**src/gmm_pkg.sv**
```systemverilog
package gmm_pkg;

   // --------------------------------------------------------------------
   // congestion side sizes
   // --------------------------------------------------------------------

   // egress ports tracked by the occupancy counters
   localparam int num_ports = 4;
   localparam int port_w    = 2;

   // pod count carried by a tag or a dequeue
   localparam int len_w     = 4;

   // per-port counter, saturating
   localparam int cnt_w     = 8;
   localparam int cnt_max   = 255;

   // sum of all port counters, 4 x 255 fits in 10 bits
   localparam int tot_w     = 10;

   // rx watermark hysteresis band, per port
   localparam int wm_hi     = 48;
   localparam int wm_lo     = 32;

   // shared memory watermark on the total
   localparam int sm_wm     = 128;

   // --------------------------------------------------------------------
   // pod pointer side sizes
   // --------------------------------------------------------------------

   // pods in the shared buffer, a power of two so list pointers wrap
   localparam int num_pods  = 32;
   localparam int pod_w     = 5;

   // fill count has to reach num_pods itself
   localparam int fl_cnt_w  = 6;

   // pod ring control states
   localparam logic [1:0] st_init = 2'd0;
   localparam logic [1:0] st_run  = 2'd1;

endpackage

```
**src/gmm_free_list.sv**
```systemverilog
`timescale 1ns/1ps

module gmm_free_list (
   input  logic                         cclk,
   input  logic                         rst_n,
   input  logic                         push,
   input  logic [gmm_pkg::pod_w-1:0]    push_ptr,
   input  logic                         pop,
   output logic [gmm_pkg::pod_w-1:0]    head,
   output logic                         empty,
   output logic                         full,
   output logic [gmm_pkg::fl_cnt_w-1:0] count
);
   import gmm_pkg::*;

   // one slot per pod, the list can never hold more than every pod
   logic [pod_w-1:0] mem [num_pods];

   // read and write pointers wrap on their own width
   logic [pod_w-1:0] wr_ptr;
   logic [pod_w-1:0] rd_ptr;

   // --------------------------------------------------------------------
   // storage
   // --------------------------------------------------------------------

   always_ff @(posedge cclk) begin
      if (push) begin
         mem[wr_ptr] <= push_ptr;
      end
   end

   // --------------------------------------------------------------------
   // pointers and fill count
   // --------------------------------------------------------------------

   always_ff @(posedge cclk or negedge rst_n) begin
      if (!rst_n) begin
         wr_ptr <= '0;
         rd_ptr <= '0;
         count  <= '0;
      end else begin
         if (push) begin
            wr_ptr <= wr_ptr + 1'b1;
         end
         if (pop) begin
            rd_ptr <= rd_ptr + 1'b1;
         end
         // push and pop together leave the count alone
         case ({push, pop})
            2'b10:   count <= count + 1'b1;
            2'b01:   count <= count - 1'b1;
            default: count <= count;
         endcase
      end
   end

   // oldest entry shows without a pop
   assign head  = mem[rd_ptr];
   assign empty = (count == '0);
   assign full  = (count == fl_cnt_w'(num_pods));

endmodule

```
**src/gmm_pod_ring_fsm.sv**
```systemverilog
`timescale 1ns/1ps

module gmm_pod_ring_fsm (
   input  logic                      cclk,
   input  logic                      rst_n,
   input  logic                      ring_in_valid,
   input  logic                      ring_in_dirty,
   input  logic [gmm_pkg::pod_w-1:0] ring_in_ptr,
   output logic                      ring_out_valid,
   output logic                      ring_out_dirty,
   output logic [gmm_pkg::pod_w-1:0] ring_out_ptr,
   output logic                      stall,
   output logic                      fl_push,
   output logic [gmm_pkg::pod_w-1:0] fl_push_ptr,
   output logic                      fl_pop,
   input  logic [gmm_pkg::pod_w-1:0] fl_head,
   input  logic                      fl_empty,
   input  logic                      fl_full
);
   import gmm_pkg::*;

   logic [1:0]       state;
   logic [1:0]       state_nxt;
   logic [pod_w-1:0] init_ptr;
   logic             init_last;

   // slot leaving this cycle, before the output flop
   logic             nxt_valid;
   logic             nxt_dirty;
   logic [pod_w-1:0] nxt_ptr;

   // --------------------------------------------------------------------
   // init / run control
   // --------------------------------------------------------------------

   assign init_last = (init_ptr == pod_w'(num_pods - 1));

   always_comb begin
      state_nxt = state;
      case (state)
         st_init: if (init_last) state_nxt = st_run;
         st_run:  state_nxt = st_run;
         default: state_nxt = st_init;
      endcase
   end

   always_ff @(posedge cclk or negedge rst_n) begin
      if (!rst_n) begin
         state    <= st_init;
         init_ptr <= '0;
      end else begin
         state <= state_nxt;
         // walks 0 .. num_pods-1, one free pod per cycle
         if (state == st_init) begin
            init_ptr <= init_ptr + 1'b1;
         end
      end
   end

   // --------------------------------------------------------------------
   // per-slot decision
   // --------------------------------------------------------------------

   always_comb begin
      fl_push     = 1'b0;
      fl_push_ptr = init_ptr;
      fl_pop      = 1'b0;
      // default is pass through
      nxt_valid   = ring_in_valid;
      nxt_dirty   = ring_in_dirty;
      nxt_ptr     = ring_in_ptr;
      case (state)
         st_init: begin
            // load list, ring slots just pass
            fl_push = 1'b1;
         end
         st_run: begin
            if (ring_in_valid && ring_in_dirty && !fl_full) begin
               // absorb dirty pod, slot leaves empty
               fl_push     = 1'b1;
               fl_push_ptr = ring_in_ptr;
               nxt_valid   = 1'b0;
               nxt_dirty   = 1'b0;
               nxt_ptr     = '0;
            end else if (!ring_in_valid && !fl_empty) begin
               // fill empty slot with a clean pod
               fl_pop    = 1'b1;
               nxt_valid = 1'b1;
               nxt_dirty = 1'b0;
               nxt_ptr   = fl_head;
            end
         end
         default: ;
      endcase
   end

   // --------------------------------------------------------------------
   // outgoing slot and stall
   // --------------------------------------------------------------------

   always_ff @(posedge cclk or negedge rst_n) begin
      if (!rst_n) begin
         ring_out_valid <= 1'b0;
         ring_out_dirty <= 1'b0;
         stall          <= 1'b1;
      end else begin
         ring_out_valid <= nxt_valid;
         ring_out_dirty <= nxt_dirty;
         // egress holds off dirty pods while list cannot take them
         stall          <= (state == st_init) || fl_full;
      end
   end

   always_ff @(posedge cclk) begin
      ring_out_ptr <= nxt_ptr;
   end

endmodule

```
**src/gmm_occupancy_counter.sv**
```systemverilog
`timescale 1ns/1ps

module gmm_occupancy_counter (
   input  logic                       cclk,
   input  logic                       rst_n,
   input  logic                       tag_in_valid,
   input  logic [gmm_pkg::port_w-1:0] tag_in_port,
   input  logic [gmm_pkg::len_w-1:0]  tag_in_len,
   input  logic                       deq_valid,
   input  logic [gmm_pkg::port_w-1:0] deq_port,
   input  logic [gmm_pkg::len_w-1:0]  deq_len,
   output logic                       tag_out_valid,
   output logic [gmm_pkg::port_w-1:0] tag_out_port,
   output logic [gmm_pkg::len_w-1:0]  tag_out_len,
   output logic [gmm_pkg::cnt_w-1:0]  port_cnt [gmm_pkg::num_ports],
   output logic [gmm_pkg::tot_w-1:0]  total_cnt
);
   import gmm_pkg::*;

   logic [cnt_w-1:0] cnt_nxt [num_ports];
   logic [tot_w-1:0] total_nxt;

   // --------------------------------------------------------------------
   // tag ring repeater toward egress
   // --------------------------------------------------------------------

   always_ff @(posedge cclk or negedge rst_n) begin
      if (!rst_n) begin
         tag_out_valid <= 1'b0;
      end else begin
         tag_out_valid <= tag_in_valid;
      end
   end

   always_ff @(posedge cclk) begin
      tag_out_port <= tag_in_port;
      tag_out_len  <= tag_in_len;
   end

   // --------------------------------------------------------------------
   // per-port saturating counters
   // --------------------------------------------------------------------

   always_comb begin
      logic [cnt_w:0] add;
      logic [cnt_w:0] sub;
      logic [cnt_w:0] up;
      logic [cnt_w:0] diff;
      total_nxt = '0;
      for (int p = 0; p < num_ports; p++) begin
         add = '0;
         sub = '0;
         if (tag_in_valid && tag_in_port == port_w'(p)) begin
            add[len_w-1:0] = tag_in_len;
         end
         if (deq_valid && deq_port == port_w'(p)) begin
            sub[len_w-1:0] = deq_len;
         end
         // one spare bit keeps the carry for the top clamp
         up   = {1'b0, port_cnt[p]} + add;
         diff = up - sub;
         if (up < sub) begin
            cnt_nxt[p] = '0;
         end else if (diff > (cnt_w + 1)'(cnt_max)) begin
            cnt_nxt[p] = cnt_w'(cnt_max);
         end else begin
            cnt_nxt[p] = diff[cnt_w-1:0];
         end
         // total follows the clamped values
         total_nxt = total_nxt + tot_w'(cnt_nxt[p]);
      end
   end

   always_ff @(posedge cclk or negedge rst_n) begin
      if (!rst_n) begin
         for (int p = 0; p < num_ports; p++) begin
            port_cnt[p] <= '0;
         end
         total_cnt <= '0;
      end else begin
         for (int p = 0; p < num_ports; p++) begin
            port_cnt[p] <= cnt_nxt[p];
         end
         total_cnt <= total_nxt;
      end
   end

endmodule

```
**src/gmm_watermark_cmp.sv**
```systemverilog
`timescale 1ns/1ps

module gmm_watermark_cmp (
   input  logic                         cclk,
   input  logic                         rst_n,
   input  logic [gmm_pkg::cnt_w-1:0]    port_cnt [gmm_pkg::num_ports],
   input  logic [gmm_pkg::tot_w-1:0]    total_cnt,
   output logic [gmm_pkg::num_ports-1:0] rx_wm,
   output logic                         sm_wm
);
   import gmm_pkg::*;

   logic [num_ports-1:0] rx_wm_nxt;
   logic                 sm_wm_nxt;

   // --------------------------------------------------------------------
   // rx watermark with hysteresis
   // --------------------------------------------------------------------

   always_comb begin
      for (int p = 0; p < num_ports; p++) begin
         // hold inside the band
         rx_wm_nxt[p] = rx_wm[p];
         if (port_cnt[p] >= cnt_w'(wm_hi)) begin
            rx_wm_nxt[p] = 1'b1;
         end else if (port_cnt[p] <= cnt_w'(wm_lo)) begin
            rx_wm_nxt[p] = 1'b0;
         end
      end
   end

   // --------------------------------------------------------------------
   // shared memory watermark
   // --------------------------------------------------------------------

   // the output port hides the package name here
   assign sm_wm_nxt = (total_cnt >= tot_w'(gmm_pkg::sm_wm));

   always_ff @(posedge cclk or negedge rst_n) begin
      if (!rst_n) begin
         rx_wm <= '0;
         sm_wm <= 1'b0;
      end else begin
         rx_wm <= rx_wm_nxt;
         sm_wm <= sm_wm_nxt;
      end
   end

endmodule

```
**src/gmm_top.sv**
```systemverilog
`timescale 1ns/1ps

module gmm_top (
   input  logic                          cclk,
   input  logic                          rst_n,
   // pod pointer ring
   input  logic                          pod_ring_in_valid,
   input  logic                          pod_ring_in_dirty,
   input  logic [gmm_pkg::pod_w-1:0]     pod_ring_in_ptr,
   output logic                          pod_ring_out_valid,
   output logic                          pod_ring_out_dirty,
   output logic [gmm_pkg::pod_w-1:0]     pod_ring_out_ptr,
   output logic                          pod_ring_stall,
   // tag ring, ingress to egress
   input  logic                          tag_in_valid,
   input  logic [gmm_pkg::port_w-1:0]    tag_in_port,
   input  logic [gmm_pkg::len_w-1:0]     tag_in_len,
   output logic                          tag_out_valid,
   output logic [gmm_pkg::port_w-1:0]    tag_out_port,
   output logic [gmm_pkg::len_w-1:0]     tag_out_len,
   // egress dequeue
   input  logic                          deq_valid,
   input  logic [gmm_pkg::port_w-1:0]    deq_port,
   input  logic [gmm_pkg::len_w-1:0]     deq_len,
   // congestion watermarks
   output logic [gmm_pkg::num_ports-1:0] rx_wm,
   output logic                          sm_wm
);
   import gmm_pkg::*;

   // fsm <-> free list
   logic             fl_push;
   logic [pod_w-1:0] fl_push_ptr;
   logic             fl_pop;
   logic [pod_w-1:0] fl_head;
   logic             fl_empty;
   logic             fl_full;

   // counters -> watermark compare
   logic [cnt_w-1:0] port_cnt [num_ports];
   logic [tot_w-1:0] total_cnt;

   // --------------------------------------------------------------------
   // pod pointer management
   // --------------------------------------------------------------------

   gmm_pod_ring_fsm u_pod_ring_fsm (
      .cclk           (cclk),
      .rst_n          (rst_n),
      .ring_in_valid  (pod_ring_in_valid),
      .ring_in_dirty  (pod_ring_in_dirty),
      .ring_in_ptr    (pod_ring_in_ptr),
      .ring_out_valid (pod_ring_out_valid),
      .ring_out_dirty (pod_ring_out_dirty),
      .ring_out_ptr   (pod_ring_out_ptr),
      .stall          (pod_ring_stall),
      .fl_push        (fl_push),
      .fl_push_ptr    (fl_push_ptr),
      .fl_pop         (fl_pop),
      .fl_head        (fl_head),
      .fl_empty       (fl_empty),
      .fl_full        (fl_full)
   );

   // fill count is for debug visibility only
   gmm_free_list u_free_list (
      .cclk     (cclk),
      .rst_n    (rst_n),
      .push     (fl_push),
      .push_ptr (fl_push_ptr),
      .pop      (fl_pop),
      .head     (fl_head),
      .empty    (fl_empty),
      .full     (fl_full),
      .count    ()
   );

   // --------------------------------------------------------------------
   // congestion management
   // --------------------------------------------------------------------

   gmm_occupancy_counter u_occupancy_counter (
      .cclk          (cclk),
      .rst_n         (rst_n),
      .tag_in_valid  (tag_in_valid),
      .tag_in_port   (tag_in_port),
      .tag_in_len    (tag_in_len),
      .deq_valid     (deq_valid),
      .deq_port      (deq_port),
      .deq_len       (deq_len),
      .tag_out_valid (tag_out_valid),
      .tag_out_port  (tag_out_port),
      .tag_out_len   (tag_out_len),
      .port_cnt      (port_cnt),
      .total_cnt     (total_cnt)
   );

   gmm_watermark_cmp u_watermark_cmp (
      .cclk      (cclk),
      .rst_n     (rst_n),
      .port_cnt  (port_cnt),
      .total_cnt (total_cnt),
      .rx_wm     (rx_wm),
      .sm_wm     (sm_wm)
   );

endmodule

```
**config.mk**
```make
export PLATFORM = sky130hd
export DESIGN_NAME = gmm_top
export DESIGN_NICKNAME = d
export VERILOG_FILES = /design/src/gmm_pkg.sv /design/src/gmm_free_list.sv /design/src/gmm_pod_ring_fsm.sv /design/src/gmm_occupancy_counter.sv /design/src/gmm_watermark_cmp.sv /design/src/gmm_top.sv
export SDC_FILE = /design/constraint.sdc
export NUM_CORES = 1
export LEC_CHECK = 0
export ABC_AREA = 1
export BUFFER_PORTS_ARGS = -buffer_cell sky130_fd_sc_hd__buf_4
export CAP_MARGIN = 15
export CORE_ASPECT_RATIO = 0.5
export CORE_MARGIN = 3
export CORE_UTILIZATION = 40
export DETAILED_ROUTE_END_ITERATION = 8
export PLACE_DENSITY = 0.56
export SETUP_SLACK_MARGIN = 0.2
export SYNTH_ARGS = -nofsm -noshare
export SYNTH_HDL_FRONTEND = slang
export SYNTH_SLANG_ARGS = --single-unit
```
**constraint.sdc**
```tcl
create_clock -name cclk -period 7.05 [get_ports cclk]
set_input_delay 1.41 -clock cclk [delete_from_list [all_inputs] [get_ports cclk]]
set_output_delay 1.41 -clock cclk [all_outputs]
set_load 0.1 [all_outputs]
```
==> results.md <==
* Post-synth cell types at 41
* Min-delay src: u_occupancy_counter.total_cnt[7]
* CP startpoint kind: input port
* Crit path from: tag_in_port[0]
* Final min period at 6220 ps
* Die height at 132 µm
* Full die area at 34,200 µm²
* Slew at the pin closest to its max-slew limit at 1020 ps
* Setup slack, reg-to-reg at 1730 ps
* Top post-synthesis cells by count: nand2_1 (313), edfxtp_1 (160), nand3_1 (160)
* Final nets at 1,507
* GR Util All Layers at 17.7%
* RSZ-0062 raised after global routing: false
* Footprint of the multi-input gates at 5410 µm²
* Initial Utilization at 41.4%
* First-pass GRT wire length at 48,400 µm
* CP peak stage delay at 470 ps
* Worst Reg-to-Reg Cells at 28
* Top-area cell type share of the netlist area at 37.7%
* Worst Path Required at 7460 ps
* R2r startpoint: u_occupancy_counter.port_cnt[16]
* Vias in the first global route at 9,248
* Avg WL per Cell at 16.2 µm
* CTS tree: done
* Post-CTS Setup Bufs at 0
* Clk slew on worst S/H paths at 60 ps
* Final hold vios at 0
* Placed cell area at 13,600 µm²
* Worst-Skew Late Latency at 540 ps
* Setup TNS at 0 ps
* Worst reg2reg endpoint: u_occupancy_counter.total_cnt[9]
* CP max FO at 4
* Avg Inst Size Synth at 9.37 µm²
* Vias per cell at 5.07
* Fin crit share at 88.2%
* Crit-path most repeated cell: nand2_1
* Detail Route Antenna Nets at 0
* Dominant synthesized flop cell: edfxtp_1
* CP max stage cell: fa_1
* Cell Area, Synth at 12,800 µm²
* # fillers at 2,977
* Number of diodes at 0
* WL final at 30,000 µm
* Min-Delay Path Class: flip-flop to flip-flop
* Critical path capture point type: flip-flop
* Antenna violations before repair at 0
* Hold-fix buffers, CTS at 0
* Synth async-reset ratio at 27.8%
* First-iteration detailed-routing DRC count at 669
* CTS HTree Levels at 1
* Sink Count at 237
* Final setup violating endpoints at 0
* Core ar. at 30,900 µm²
* Clock root cell: clkbuf_16
* Most common cell in the synthesized netlist: nand2_1
* Fmax at 0.161 GHz
* Slew headroom at 31.5%
* Remaining Overflow, GRT at 0
* Critical path type: input port to flip-flop
* Slew Limit Fails at 0
* DRC errors left at 0
* Post-synth top area cell: edfxtp_1
* Hold path depth at 1
* Share of cells above drive strength 1 at 11.5%
* Mapped Cells at 1,362
* Mapped Nets at 1,464
* CTS Buffer Depth at 3
* Area grow syn2layout at 13.0%
* Post-synth EDFFs at 160
* Clk_skew at 12.6 ps
* Max-cap violation count at 0
* Total CTS buffers at 24
* Synth top area cells: edfxtp_1 (38%), dfrtp_1 (13%), nand2_1 (9.2%)
* Drt pass-1 iters at 5
* Routability cong. at 0.839
* Register area share after synthesis at 52.3%
* Pin count of the biggest net entering global routing at 84
* Row cnt at 45
* Num ports at 43
* Outcome: finished, final reports clean
* IO Port Bufs at 42
* DP HPWL at 21,000 µm
* Die W at 259 µm
* FF+latch area at 6680 µm²
* Vias at 9,353
* YS warnings at 0
* #FFs+latches synth at 237
* Hold EP: u_watermark_cmp.sm_wm
* Data arrival, critical path at 6630 ps
* Final design area excluding fillers at 14,400 µm²
-- sequential cells by signal, indices dropped and copies added, names as in the netlist, 2 cells and up --
| register | flops |
|---|---|
| u_occupancy_counter.tag_out_len | 4 |
| u_free_list.count | 6 |
| u_occupancy_counter.total_cnt | 3 |
| u_free_list.rd_ptr | 5 |
| u_watermark_cmp.rx_wm | 4 |
| u_occupancy_counter.tag_out_port | 2 |
| u_pod_ring_fsm.ring_out_ptr | 5 |
| u_free_list.mem | 160 |
| u_pod_ring_fsm.init_ptr | 5 |
| u_occupancy_counter.port_cnt | 32 |
| u_free_list.wr_ptr | 5 |
-- worst max-delay path, delay by kind of cell --
family	cells	cell delay, ps
AOI/OAI and AO/OA	5	770
xor gates and xnor gates	1	180
adders and majority gates	7	2460
buffers and inverters	5	370
and+or+nand+nor	15	1440
-- how the worst max path moves through the flow --
stage | to | slack [ps]
after floorplan | u_occupancy_counter.total_cnt[9] | 660
after global placement | u_occupancy_counter.total_cnt[9] | 260
after detailed placement | u_occupancy_counter.total_cnt[9] | 170
after CTS | u_occupancy_counter.total_cnt[9] | 710
after global routing | u_occupancy_counter.total_cnt[9] | 230
final | u_occupancy_counter.total_cnt[9] | 830
-- final cells by class --
type                    count  area share [%]
clock inverters            13            1.24
flip-flops and latches    237            46.3
repair buffers             49            2.55
well taps                 423            3.67
multi-input cells         933            37.5
inverters                 160            4.17
clock buffers              31            4.49
-- per-layer routing --
| layer | routed length [µm] | vias up | track usage, % |
|---|---|---|---|
| li1 | - | 4661 | - |
| met1 | 14000 | 4484 | 23.8 |
| met2 | 14200 | 161 | 29.9 |
| met3 | 1200 | 47 | 3.38 |
| met4 | 663 | 0 | 3.97 |
| met5 | 0 | - | 0 |
-- through the flow --
stage	setup WS, ps	std cells	hold slack (ps)	util [%]
final	832	1846	464	46.7
after global routing	235	1846	472	46.7
after CTS	711	1846	473	46.7
after detailed placement	170	1802	467	44.0
after global placement	258	1802	467	44.0
after floorplan	660	1362	406	-
-- timing repair --
action	in CTS	in global routing
endpoints found under the hold margin	0	0
setup endpoints to repair	0	1
gates resized for setup	0	3
-- cells by family (layout without fill, tap and decap cells) --
logic type                 count (synthesis)  in the layout  share of synthesized area (%)
DFF                                      237            237                           52.3
xor gates and xnor gates                  47             47                           3.23
AOI/OAI and AO/OA                        114            114                           5.26
buffers and inverters                    192            253                           5.74
adders and majority gates                 79             79                           8.87
and+or+nand+nor                          693            693                           24.6
-- cell usage in the layout, fill, tap and decap left out, drive strengths merged --
cell type and count:
nor2 130, and3 2, clkinvlp 2, o211ai 22, nand4 33, a21oi 30
a31oi 4, nand2 340, dfrtp 65, o2111ai 4, o21bai 1, nand3b 1
nor3 10, clkinv 10, bufinv 4, inv 157, or2 3, fa 19
buf 49, edfxtp 160, o21ai 53, xor2 28, nor4 8, or3 1
clkbuf 31, ha 60, dfstp 1, nand3 165, xnor2 19, dfxtp 11
Power is not shown: default switching activity piles up to over one toggle a cycle in this logic, so the estimate is an artifact.
